## src/hdl/ddr3_app_pkg.sv

```systemverilog
package ddr3_app_pkg;

    //**********************************************************************
    // memory user-interface widths
    //**********************************************************************

    // column address into the memory in 16-bit word units
    localparam int APP_ADDR_W = 27;

    // one burst of eight 16-bit words
    localparam int APP_DATA_W = 128;

    // index of a whole burst
    localparam int BURST_ADDR_W = 24;

    // zero column bits below the burst index
    localparam int BURST_LSB_W = APP_ADDR_W - BURST_ADDR_W;

    //**********************************************************************
    // command port types
    //**********************************************************************

    // app_cmd encodings of the memory controller
    typedef enum logic [2:0] {
        CMD_WRITE = 3'b000,
        CMD_READ  = 3'b001
    } app_cmd_e;

    // what goes onto the app_* command port
    typedef struct packed {
        logic                  en;
        app_cmd_e              cmd;
        logic [APP_ADDR_W-1:0] addr;
    } app_req_t;

    // one controller asking for one burst
    typedef struct packed {
        logic                    req;
        logic [BURST_ADDR_W-1:0] burst;
    } ctl_req_t;

endpackage

```

## src/hdl/acq_pkg.sv

```systemverilog
package acq_pkg;

    // readout start burst and burst count
    localparam int RD_START_W = 23;
    localparam int RD_CNT_W   = 21;

    // acquisition write side
    typedef enum logic [1:0] {
        WR_IDLE      = 2'd0,
        WR_ISSUE     = 2'd1,
        WR_DRAIN_CHK = 2'd2,
        WR_DONE      = 2'd3
    } wr_state_e;

    // readout side
    typedef enum logic [1:0] {
        RD_IDLE      = 2'd0,
        RD_ISSUE     = 2'd1,
        RD_WAIT_DATA = 2'd2,
        RD_DONE      = 2'd3
    } rd_state_e;

    // one word pushed into the read FIFO
    typedef struct packed {
        logic                                wr_en;
        logic [ddr3_app_pkg::APP_DATA_W-1:0] data;
        logic                                last;
    } rd_beat_t;

endpackage

```

## src/hdl/ddr3_wr_control.sv

```systemverilog
`timescale 1ns/100ps

module ddr3_wr_control (
    input  logic                   ddr3_domain_clk,
    input  logic                   rst,
    input  logic                   acq_enabled,
    input  logic                   acq_done,
    input  logic                   ddr3_wr_fifo_empty,
    input  logic                   wr_grant,
    input  logic                   app_wdf_rdy,
    output logic                   ddr3_wr_fifo_rd_en,
    output ddr3_app_pkg::ctl_req_t wr_req,
    output logic                   app_wdf_wren,
    output logic                   app_wdf_end,
    output logic                   ddr3_wr_done
);
    import ddr3_app_pkg::*;
    import acq_pkg::*;

    wr_state_e               state;
    wr_state_e               state_nxt;
    logic [BURST_ADDR_W-1:0] burst_idx;
    // command and data taken for the current burst
    logic                    cmd_done;
    logic                    dat_done;
    logic                    dat_take;
    logic                    beat_done;

    // data beat taken this cycle
    assign dat_take = app_wdf_wren && app_wdf_rdy;

    // command and data both in, in any order
    assign beat_done = (state == WR_ISSUE) && (cmd_done || wr_grant) && (dat_done || dat_take);

    //**********************************************************************
    // next state
    //**********************************************************************
    always_comb begin
        state_nxt = state;
        case (state)
            WR_IDLE: begin
                if (acq_enabled && !ddr3_wr_fifo_empty) begin
                    state_nxt = WR_ISSUE;
                end else if (acq_enabled && acq_done) begin
                    // nothing was ever written
                    state_nxt = WR_DONE;
                end
            end
            WR_ISSUE: begin
                if (beat_done) begin
                    state_nxt = WR_DRAIN_CHK;
                end
            end
            WR_DRAIN_CHK: begin
                // wait out the pop before trusting the empty flag
                if (!ddr3_wr_fifo_rd_en) begin
                    if (!acq_enabled) begin
                        state_nxt = WR_IDLE;
                    end else if (!ddr3_wr_fifo_empty) begin
                        state_nxt = WR_ISSUE;
                    end else if (acq_done) begin
                        state_nxt = WR_DONE;
                    end
                end
            end
            WR_DONE: begin
                // hold done until readout mode
                if (!acq_enabled) begin
                    state_nxt = WR_IDLE;
                end
            end
            default: state_nxt = WR_IDLE;
        endcase
    end

    //**********************************************************************
    // state, acceptance flags, burst index
    //**********************************************************************
    always_ff @(posedge ddr3_domain_clk) begin
        if (rst) begin
            state              <= WR_IDLE;
            cmd_done           <= 1'b0;
            dat_done           <= 1'b0;
            burst_idx          <= '0;
            ddr3_wr_fifo_rd_en <= 1'b0;
            ddr3_wr_done       <= 1'b0;
        end else begin
            state              <= state_nxt;
            // pop the ADC FIFO once the burst is fully handed over
            ddr3_wr_fifo_rd_en <= beat_done;
            ddr3_wr_done       <= (state_nxt == WR_DONE);
            if (beat_done) begin
                cmd_done <= 1'b0;
                dat_done <= 1'b0;
            end else begin
                if (wr_grant) begin
                    cmd_done <= 1'b1;
                end
                if (dat_take) begin
                    dat_done <= 1'b1;
                end
            end
            // next burst address on every pop
            if (ddr3_wr_fifo_rd_en) begin
                burst_idx <= burst_idx + 1'b1;
            end
            // new acquisition starts at burst 0
            if (state == WR_DONE && state_nxt != WR_DONE) begin
                burst_idx <= '0;
            end
        end
    end

    // request and data strobe straight from state
    assign wr_req       = '{req: (state == WR_ISSUE) && !cmd_done, burst: burst_idx};
    assign app_wdf_wren = (state == WR_ISSUE) && !dat_done;
    // single beat per burst
    assign app_wdf_end  = app_wdf_wren;

    // back-pressure holds the command and its burst index
    a_req_held: assert property (@(posedge ddr3_domain_clk) disable iff (rst)
        wr_req.req && !wr_grant |=> wr_req.req && $stable(wr_req.burst));

    // write data strobe held until the memory takes it
    a_wdf_held: assert property (@(posedge ddr3_domain_clk) disable iff (rst)
        app_wdf_wren && !app_wdf_rdy |=> app_wdf_wren);

endmodule

```

## src/hdl/ddr3_rd_control.sv

```systemverilog
`timescale 1ns/100ps

module ddr3_rd_control (
    input  logic                                ddr3_domain_clk,
    input  logic                                rst,
    input  logic                                enable_reading,
    input  logic [acq_pkg::RD_START_W-1:0]      ddr3_rd_start_addr,
    input  logic [acq_pkg::RD_CNT_W-1:0]        ddr3_rd_burst_cnt,
    input  logic                                rd_grant,
    input  logic                                app_rd_data_valid,
    input  logic [ddr3_app_pkg::APP_DATA_W-1:0] app_rd_data,
    input  logic                                ddr3_rd_fifo_almost_full,
    output ddr3_app_pkg::ctl_req_t              rd_req,
    output acq_pkg::rd_beat_t                   rd_fifo,
    output logic                                reading_done
);
    import ddr3_app_pkg::*;
    import acq_pkg::*;

    rd_state_e               state;
    rd_state_e               state_nxt;
    // next burst to request
    logic [BURST_ADDR_W-1:0] rd_addr;
    logic [RD_CNT_W-1:0]     burst_cnt;
    // reads granted so far
    logic [RD_CNT_W-1:0]     issue_cnt;
    // beats returned so far
    logic [RD_CNT_W-1:0]     ret_cnt;
    logic [RD_CNT_W-1:0]     issue_nxt;
    logic [RD_CNT_W-1:0]     ret_nxt;
    logic                    start;
    // registered copy of the returned beat
    logic                    beat_wen;
    logic                    beat_last;
    logic [APP_DATA_W-1:0]   beat_data;

    // new readout only once the previous one is over
    assign start     = enable_reading && (state == RD_IDLE || state == RD_DONE);
    assign issue_nxt = issue_cnt + 1'b1;
    assign ret_nxt   = ret_cnt + 1'b1;

    //**********************************************************************
    // next state
    //**********************************************************************
    always_comb begin
        state_nxt = state;
        case (state)
            RD_IDLE, RD_DONE: begin
                if (start) begin
                    // empty readout finishes at once
                    if (ddr3_rd_burst_cnt == '0) begin
                        state_nxt = RD_DONE;
                    end else begin
                        state_nxt = RD_ISSUE;
                    end
                end
            end
            RD_ISSUE: begin
                // last read command taken
                if (rd_grant && issue_nxt == burst_cnt) begin
                    state_nxt = RD_WAIT_DATA;
                end
            end
            RD_WAIT_DATA: begin
                if (beat_wen && beat_last) begin
                    state_nxt = RD_DONE;
                end
            end
            default: state_nxt = RD_IDLE;
        endcase
    end

    //**********************************************************************
    // counters, address, beat control
    //**********************************************************************
    always_ff @(posedge ddr3_domain_clk) begin
        if (rst) begin
            state        <= RD_IDLE;
            rd_addr      <= '0;
            burst_cnt    <= '0;
            issue_cnt    <= '0;
            ret_cnt      <= '0;
            beat_wen     <= 1'b0;
            beat_last    <= 1'b0;
            reading_done <= 1'b0;
        end else begin
            state        <= state_nxt;
            reading_done <= (state_nxt == RD_DONE);
            if (start) begin
                // start burst widened to a full burst index
                rd_addr   <= BURST_ADDR_W'(ddr3_rd_start_addr);
                burst_cnt <= ddr3_rd_burst_cnt;
                issue_cnt <= '0;
                ret_cnt   <= '0;
            end else begin
                if (rd_grant) begin
                    issue_cnt <= issue_nxt;
                    rd_addr   <= rd_addr + 1'b1;
                end
                if (app_rd_data_valid) begin
                    ret_cnt <= ret_nxt;
                end
            end
            // every returned beat goes to the read FIFO one cycle later
            beat_wen  <= app_rd_data_valid;
            beat_last <= app_rd_data_valid && (ret_nxt == burst_cnt);
        end
    end

    // read data payload
    always_ff @(posedge ddr3_domain_clk) begin
        if (app_rd_data_valid) begin
            beat_data <= app_rd_data;
        end
    end

    // no new reads while the read FIFO is nearly full
    assign rd_req  = '{req: (state == RD_ISSUE) && !ddr3_rd_fifo_almost_full, burst: rd_addr};
    assign rd_fifo = '{wr_en: beat_wen, data: beat_data, last: beat_last};

    // memory returns only what was requested
    a_no_extra_beat: assert property (@(posedge ddr3_domain_clk) disable iff (rst)
        app_rd_data_valid |-> ret_cnt < burst_cnt);

endmodule

```

## src/hdl/ddr3_cmd_arbiter.sv

```systemverilog
`timescale 1ns/100ps

module ddr3_cmd_arbiter (
    input  logic                   ddr3_domain_clk,
    input  logic                   rst,
    input  logic                   acq_enabled,
    input  ddr3_app_pkg::ctl_req_t wr_req,
    input  ddr3_app_pkg::ctl_req_t rd_req,
    input  logic                   app_rdy,
    output logic                   wr_grant,
    output logic                   rd_grant,
    output ddr3_app_pkg::app_req_t app_req
);
    import ddr3_app_pkg::*;

    // high for acquisition writes, low for readout
    logic     wr_mode;
    logic     both_idle;
    // request of the side that owns the port
    ctl_req_t sel;

    assign both_idle = !wr_req.req && !rd_req.req;

    //**********************************************************************
    // mode register
    //**********************************************************************
    always_ff @(posedge ddr3_domain_clk) begin
        if (rst) begin
            wr_mode <= 1'b0;
        end else if (both_idle) begin
            // never switch under a pending command
            wr_mode <= acq_enabled;
        end
    end

    //**********************************************************************
    // command port mux
    //**********************************************************************
    always_comb begin
        if (wr_mode) begin
            sel         = wr_req;
            app_req.cmd = CMD_WRITE;
        end else begin
            sel         = rd_req;
            app_req.cmd = CMD_READ;
        end
        app_req.en   = sel.req;
        // burst index to column address
        app_req.addr = {sel.burst, {BURST_LSB_W{1'b0}}};
    end

    // command taken when the memory is ready
    assign wr_grant = wr_mode && wr_req.req && app_rdy;
    assign rd_grant = !wr_mode && rd_req.req && app_rdy;

    // a pending request always belongs to the side that owns the port
    a_owner_req: assert property (@(posedge ddr3_domain_clk) disable iff (rst)
        !(wr_req.req && !wr_mode) && !(rd_req.req && wr_mode));

endmodule

```

## src/hdl/ddr3_intf.sv

```systemverilog
`timescale 1ns/100ps

module ddr3_intf (
    input  logic                                ddr3_domain_clk,
    input  logic                                rst,
    // acquisition side
    input  logic                                acq_enabled,
    input  logic                                acq_done,
    input  logic                                ddr3_wr_fifo_empty,
    input  logic [ddr3_app_pkg::APP_DATA_W-1:0] ddr3_wr_fifo_dat,
    output logic                                ddr3_wr_fifo_rd_en,
    output logic                                ddr3_wr_done,
    // readout side
    input  logic                                enable_reading,
    input  logic [acq_pkg::RD_START_W-1:0]      ddr3_rd_start_addr,
    input  logic [acq_pkg::RD_CNT_W-1:0]        ddr3_rd_burst_cnt,
    input  logic                                ddr3_rd_fifo_almost_full,
    output acq_pkg::rd_beat_t                   rd_fifo,
    output logic                                reading_done,
    // memory command port
    output ddr3_app_pkg::app_req_t              app_req,
    input  logic                                app_rdy,
    // memory write data port
    output logic [ddr3_app_pkg::APP_DATA_W-1:0] app_wdf_data,
    output logic                                app_wdf_wren,
    output logic                                app_wdf_end,
    input  logic                                app_wdf_rdy,
    // memory read data port
    input  logic [ddr3_app_pkg::APP_DATA_W-1:0] app_rd_data,
    input  logic                                app_rd_data_valid
);
    import ddr3_app_pkg::*;

    ctl_req_t wr_req;
    ctl_req_t rd_req;
    logic     wr_grant;
    logic     rd_grant;

    // ADC FIFO head is the write data
    assign app_wdf_data = ddr3_wr_fifo_dat;

    //**********************************************************************
    // acquisition writes
    //**********************************************************************
    ddr3_wr_control wr_control0 (
        .ddr3_domain_clk   (ddr3_domain_clk),
        .rst               (rst),
        .acq_enabled       (acq_enabled),
        .acq_done          (acq_done),
        .ddr3_wr_fifo_empty(ddr3_wr_fifo_empty),
        .wr_grant          (wr_grant),
        .app_wdf_rdy       (app_wdf_rdy),
        .ddr3_wr_fifo_rd_en(ddr3_wr_fifo_rd_en),
        .wr_req            (wr_req),
        .app_wdf_wren      (app_wdf_wren),
        .app_wdf_end       (app_wdf_end),
        .ddr3_wr_done      (ddr3_wr_done)
    );

    //**********************************************************************
    // readout
    //**********************************************************************
    ddr3_rd_control rd_control0 (
        .ddr3_domain_clk         (ddr3_domain_clk),
        .rst                     (rst),
        .enable_reading          (enable_reading),
        .ddr3_rd_start_addr      (ddr3_rd_start_addr),
        .ddr3_rd_burst_cnt       (ddr3_rd_burst_cnt),
        .rd_grant                (rd_grant),
        .app_rd_data_valid       (app_rd_data_valid),
        .app_rd_data             (app_rd_data),
        .ddr3_rd_fifo_almost_full(ddr3_rd_fifo_almost_full),
        .rd_req                  (rd_req),
        .rd_fifo                 (rd_fifo),
        .reading_done            (reading_done)
    );

    // single command port shared by both controllers
    ddr3_cmd_arbiter cmd_arbiter0 (
        .ddr3_domain_clk(ddr3_domain_clk),
        .rst            (rst),
        .acq_enabled    (acq_enabled),
        .wr_req         (wr_req),
        .rd_req         (rd_req),
        .app_rdy        (app_rdy),
        .wr_grant       (wr_grant),
        .rd_grant       (rd_grant),
        .app_req        (app_req)
    );

endmodule

```

## config.mk

```make
export PLATFORM = sky130hd
export DESIGN_NAME = ddr3_intf
export DESIGN_NICKNAME = d
export VERILOG_FILES = /design/src/hdl/ddr3_app_pkg.sv /design/src/hdl/acq_pkg.sv /design/src/hdl/ddr3_wr_control.sv /design/src/hdl/ddr3_rd_control.sv /design/src/hdl/ddr3_cmd_arbiter.sv /design/src/hdl/ddr3_intf.sv
export SDC_FILE = /design/constraint.sdc
export NUM_CORES = 1
export LEC_CHECK = 0
export BUFFER_PORTS_ARGS = -buffer_cell sky130_fd_sc_hd__buf_4
export CAP_MARGIN = 20
export CORE_AREA = 2 2 238 240
export DETAILED_ROUTE_END_ITERATION = 6
export DIE_AREA = 0 0 240 242
export GPL_ROUTABILITY_DRIVEN = 0
export HOLD_SLACK_MARGIN = 0.02
export MAX_ROUTING_LAYER = met4
export RECOVER_POWER = 100
export SKIP_LAST_GASP = 1
export SYNTH_ARGS = -nofsm -noshare
export SYNTH_HDL_FRONTEND = slang
export SYNTH_SLANG_ARGS = --single-unit
export TNS_END_PERCENT = 20
```

## constraint.sdc

```tcl
create_clock -name ddr3_domain_clk -period 3.62 [get_ports ddr3_domain_clk]
set_input_delay 0.724 -clock ddr3_domain_clk [delete_from_list [all_inputs] [get_ports ddr3_domain_clk]]
set_output_delay 0.724 -clock ddr3_domain_clk [all_outputs]
set_load 0.005 [all_outputs]
```

==> flow_summary.json <==
{
  "grt_first_pass_wirelength_um": 53000,
  "power.density_nw_per_um2": 521,
  "finalClockSkew_ps": 16.6,
  "placed_area_um2": 14200,
  "critical_path_arrival_ps": 3810,
  "final_cell_mix": "223 x clkbuf_4, 128 x edfxtp_1, 124 x nor2_1, 123 x dfxtp_1, 104 x nand2_1",
  "synth-async-reset-ratio": 0,
  "first_pass_iters": 5,
  "relSlewSlack": -0.159,
  "grt_max_degree": 128,
  "insertion_delay_ps": 570,
  "area_delta_synth_final_pct": 26.4,
  "grtUsageMet1": 0.138,
  "io_pins": 604,
  "rsz0062_at_grt": "no",
  "vias": 8778,
  "clock.fmax_mhz": 298,
  "setup_viol": 0,
  "drv_slew": 128,
  "worst_slew_pin_slew_ps": 1740,
  "fin_nets": 1642,
  "hold_slack_ps": 344,
  "crit_path_end_kind": "flip-flop",
  "period_share": 0.928,
  "antenna_left": 0,
  "grtUsageMet2": 0.205,
  "status": "complete, but fails checks",
  "postCtsHoldBufs": 0,
  "cts_buffers": 29,
  "postSynthCellCount": 1124,
  "grtUsageTotal": 0.123,
  "synth_area_leaders": "edfxtp_1 33%, dfxtp_1 21%, buf_4 8.7%",
  "cts_tree": "yes",
  "hold_viol": 0,
  "final_util": 0.267,
  "dr.first_iter.drc_count": 447,
  "required_ps": 4070,
  "synth_cell_types": 56,
  "wire_per_inst_um": 17.4,
  "wirelength_um": 36600,
  "dpl.hpwl_um": 28500,
  "pre_cts_ws_ps": 325,
  "die_w_um": 240,
  "top_usage_layer": "met2",
  "rows": 87,
  "cts-root-buf": "clkbuf_16",
  "synth.avg_cell_area_um2": 10.5,
  "synth.largest_area_cell": "edfxtp_1",
  "netSwitchingFraction": 0.279,
  "viasPerCell": 4.16,
  "core_um2": 55700,
  "yosys_warnings": 0,
  "layout_commonest_cell": "clkbuf_4",
  "worstPathMaxFanout": 8,
  "setup.worst_path.start_class": "flip-flop",
  "violations": "max-capacitance violations, max-slew violations",
  "pwr-share-seq": 0.451,
  "grt-ovfl-total": 0,
  "io_buffers": 342,
  "die-area_um2": 58100,
  "p_sw_uw": 2160,
  "fillers": 5892,
  "die_h_um": 242,
  "htree_num_levels": 1,
  "synth_edf_count": 128,
  "clk_pin_slew_worst_paths_ps": 60,
  "antenna_found_initial": 5,
  "synth_seq_cells": 251,
  "ir_drop_v": 0.000303,
  "cts_resized": 0,
  "min_period_ps": 3360,
  "use_met3": 0.0420,
  "grt_pass1_vias": 8602,
  "initial_core_util": 0.211,
  "finalSetupTns_ps": 0,
  "synthFlopType": "edfxtp_1",
  "drc": 0,
  "fin_area_um2": 14900,
  "cap_viol_max_count": 1,
  "drive_above_1_share": 0.268,
  "power_frac_comb": 0.170,
  "cts_setup_buffers": 0,
  "cts_sinks": 251,
  "ys_seq_area_frac": 0.536,
  "synth_top_area_frac": 0.327,
  "crit_type": "reg2reg",
  "p_int_uw": 5590,
  "pwr-share-clk": 0.379,
  "leakagePower_uw": 0.00556,
  "clockBufferDepth": 3,
  "finalWorstSetupSlack_ps": 262,
  "min_path_type": "in2reg",
  "syn-cell-area_um2": 11800
}
[power groups by stage]
stage | logic [uW] | registers (uW) | clock network, uW
after global routing | 1460 | 3530 | 3140
after floorplan | 809 | 3480 | 0
after global placement | 1410 | 3550 | 0
after CTS | 1440 | 3500 | 3050
final | 1320 | 3500 | 2940
after detailed placement | 1430 | 3560 | 0
[sequential cells by signal (all words and copies together) (netlist names), 2 cells and up]
register               cells
rd_control0.beat_data    128
rd_control0.burst_cnt     21
rd_control0.issue_cnt     21
rd_control0.rd_addr       24
rd_control0.ret_cnt       21
rd_control0.state          2
wr_control0.burst_idx     24
wr_control0.state          2
[cell type report]
type / count / area [um2] / area share
sequential: 251 / 6310 / 0.424
multi-input combinational: 679 / 4220 / 0.284
timing repair buffer: 354 / 2400 / 0.161
tap: 756 / 946 / 0.0636
clock buffer: 34 / 754 / 0.0507
clock inverter: 20 / 196 / 0.0132
inverter: 11 / 41.3 / 0.00278
antenna: 4 / 10.0 / 0.000673
[critical path, cell delays in order (launching register included)]
cell     delay [ps]
dfxtp_1         440
ha_1            340
nand3_1         210
nor3_4          350
xnor2_1         110
or4b_1          520
or4_1           560
or4_1           410
a31oi_1         230
nor3_1           70
[synth_stat cells, types with 2 or more instances]
| master | number |
|---|---|
| a2111oi_0 | 2 |
| a211oi_1 | 22 |
| a21oi_1 | 39 |
| a311oi_1 | 7 |
| a31oi_1 | 2 |
| and2_1 | 4 |
| and3_1 | 21 |
| and3_2 | 2 |
| and3b_1 | 2 |
| and4_1 | 9 |
| buf_1 | 6 |
| buf_2 | 5 |
| buf_4 | 137 |
| clkbuf_1 | 39 |
| dfxtp_1 | 123 |
| edfxtp_1 | 128 |
| ha_1 | 6 |
| inv_1 | 11 |
| mux2_2 | 22 |
| mux2i_1 | 11 |
| nand2_1 | 104 |
| nand2b_1 | 7 |
| nand3_1 | 31 |
| nand3b_1 | 4 |
| nand4_1 | 29 |
| nor2_1 | 124 |
| nor2b_1 | 6 |
| nor3_1 | 20 |
| nor4_1 | 6 |
| o2111ai_1 | 3 |
| o21ai_0 | 24 |
| o22ai_1 | 2 |
| or3_1 | 10 |
| or4_1 | 2 |
| xnor2_1 | 58 |
| xor2_1 | 76 |
[cell families after synthesis]
kind of cell	synth area share
mux	0.0304
compound gates	0.0573
simple gates	0.162
flops	0.536
fa+ha+maj	0.00638
buf+inv	0.107
other cells	0.000319
xor+xnor	0.0998
[path summary, 6_finish.rpt]
path	from	end	slack, ps	cells past startpoint
max	rd_control0.issue_cnt[0]	rd_control0.reading_done	260	9
min	app_rd_data[20]	rd_control0.beat_data[20]	340	1
max reg2reg	rd_control0.issue_cnt[0]	rd_control0.reading_done	260	9
min reg2reg	rd_control0.burst_cnt[19]	rd_control0.burst_cnt[19]	510	2
[routing by layer]
metal	routed length, um	vias to the layer above
met3	3400	87
met1	14900	4148
met4	945	0
met5	0	-
met2	17400	366
li1	-	4177
[through the flow]
step                      power (uW)  cells
after CTS                       7990   2105
after floorplan                 4290   1128
after global placement          4960   2051
after detailed placement        4990   2051
after global routing            8130   2109
final                           7750   2109
(Power assumes the default switching activity.)
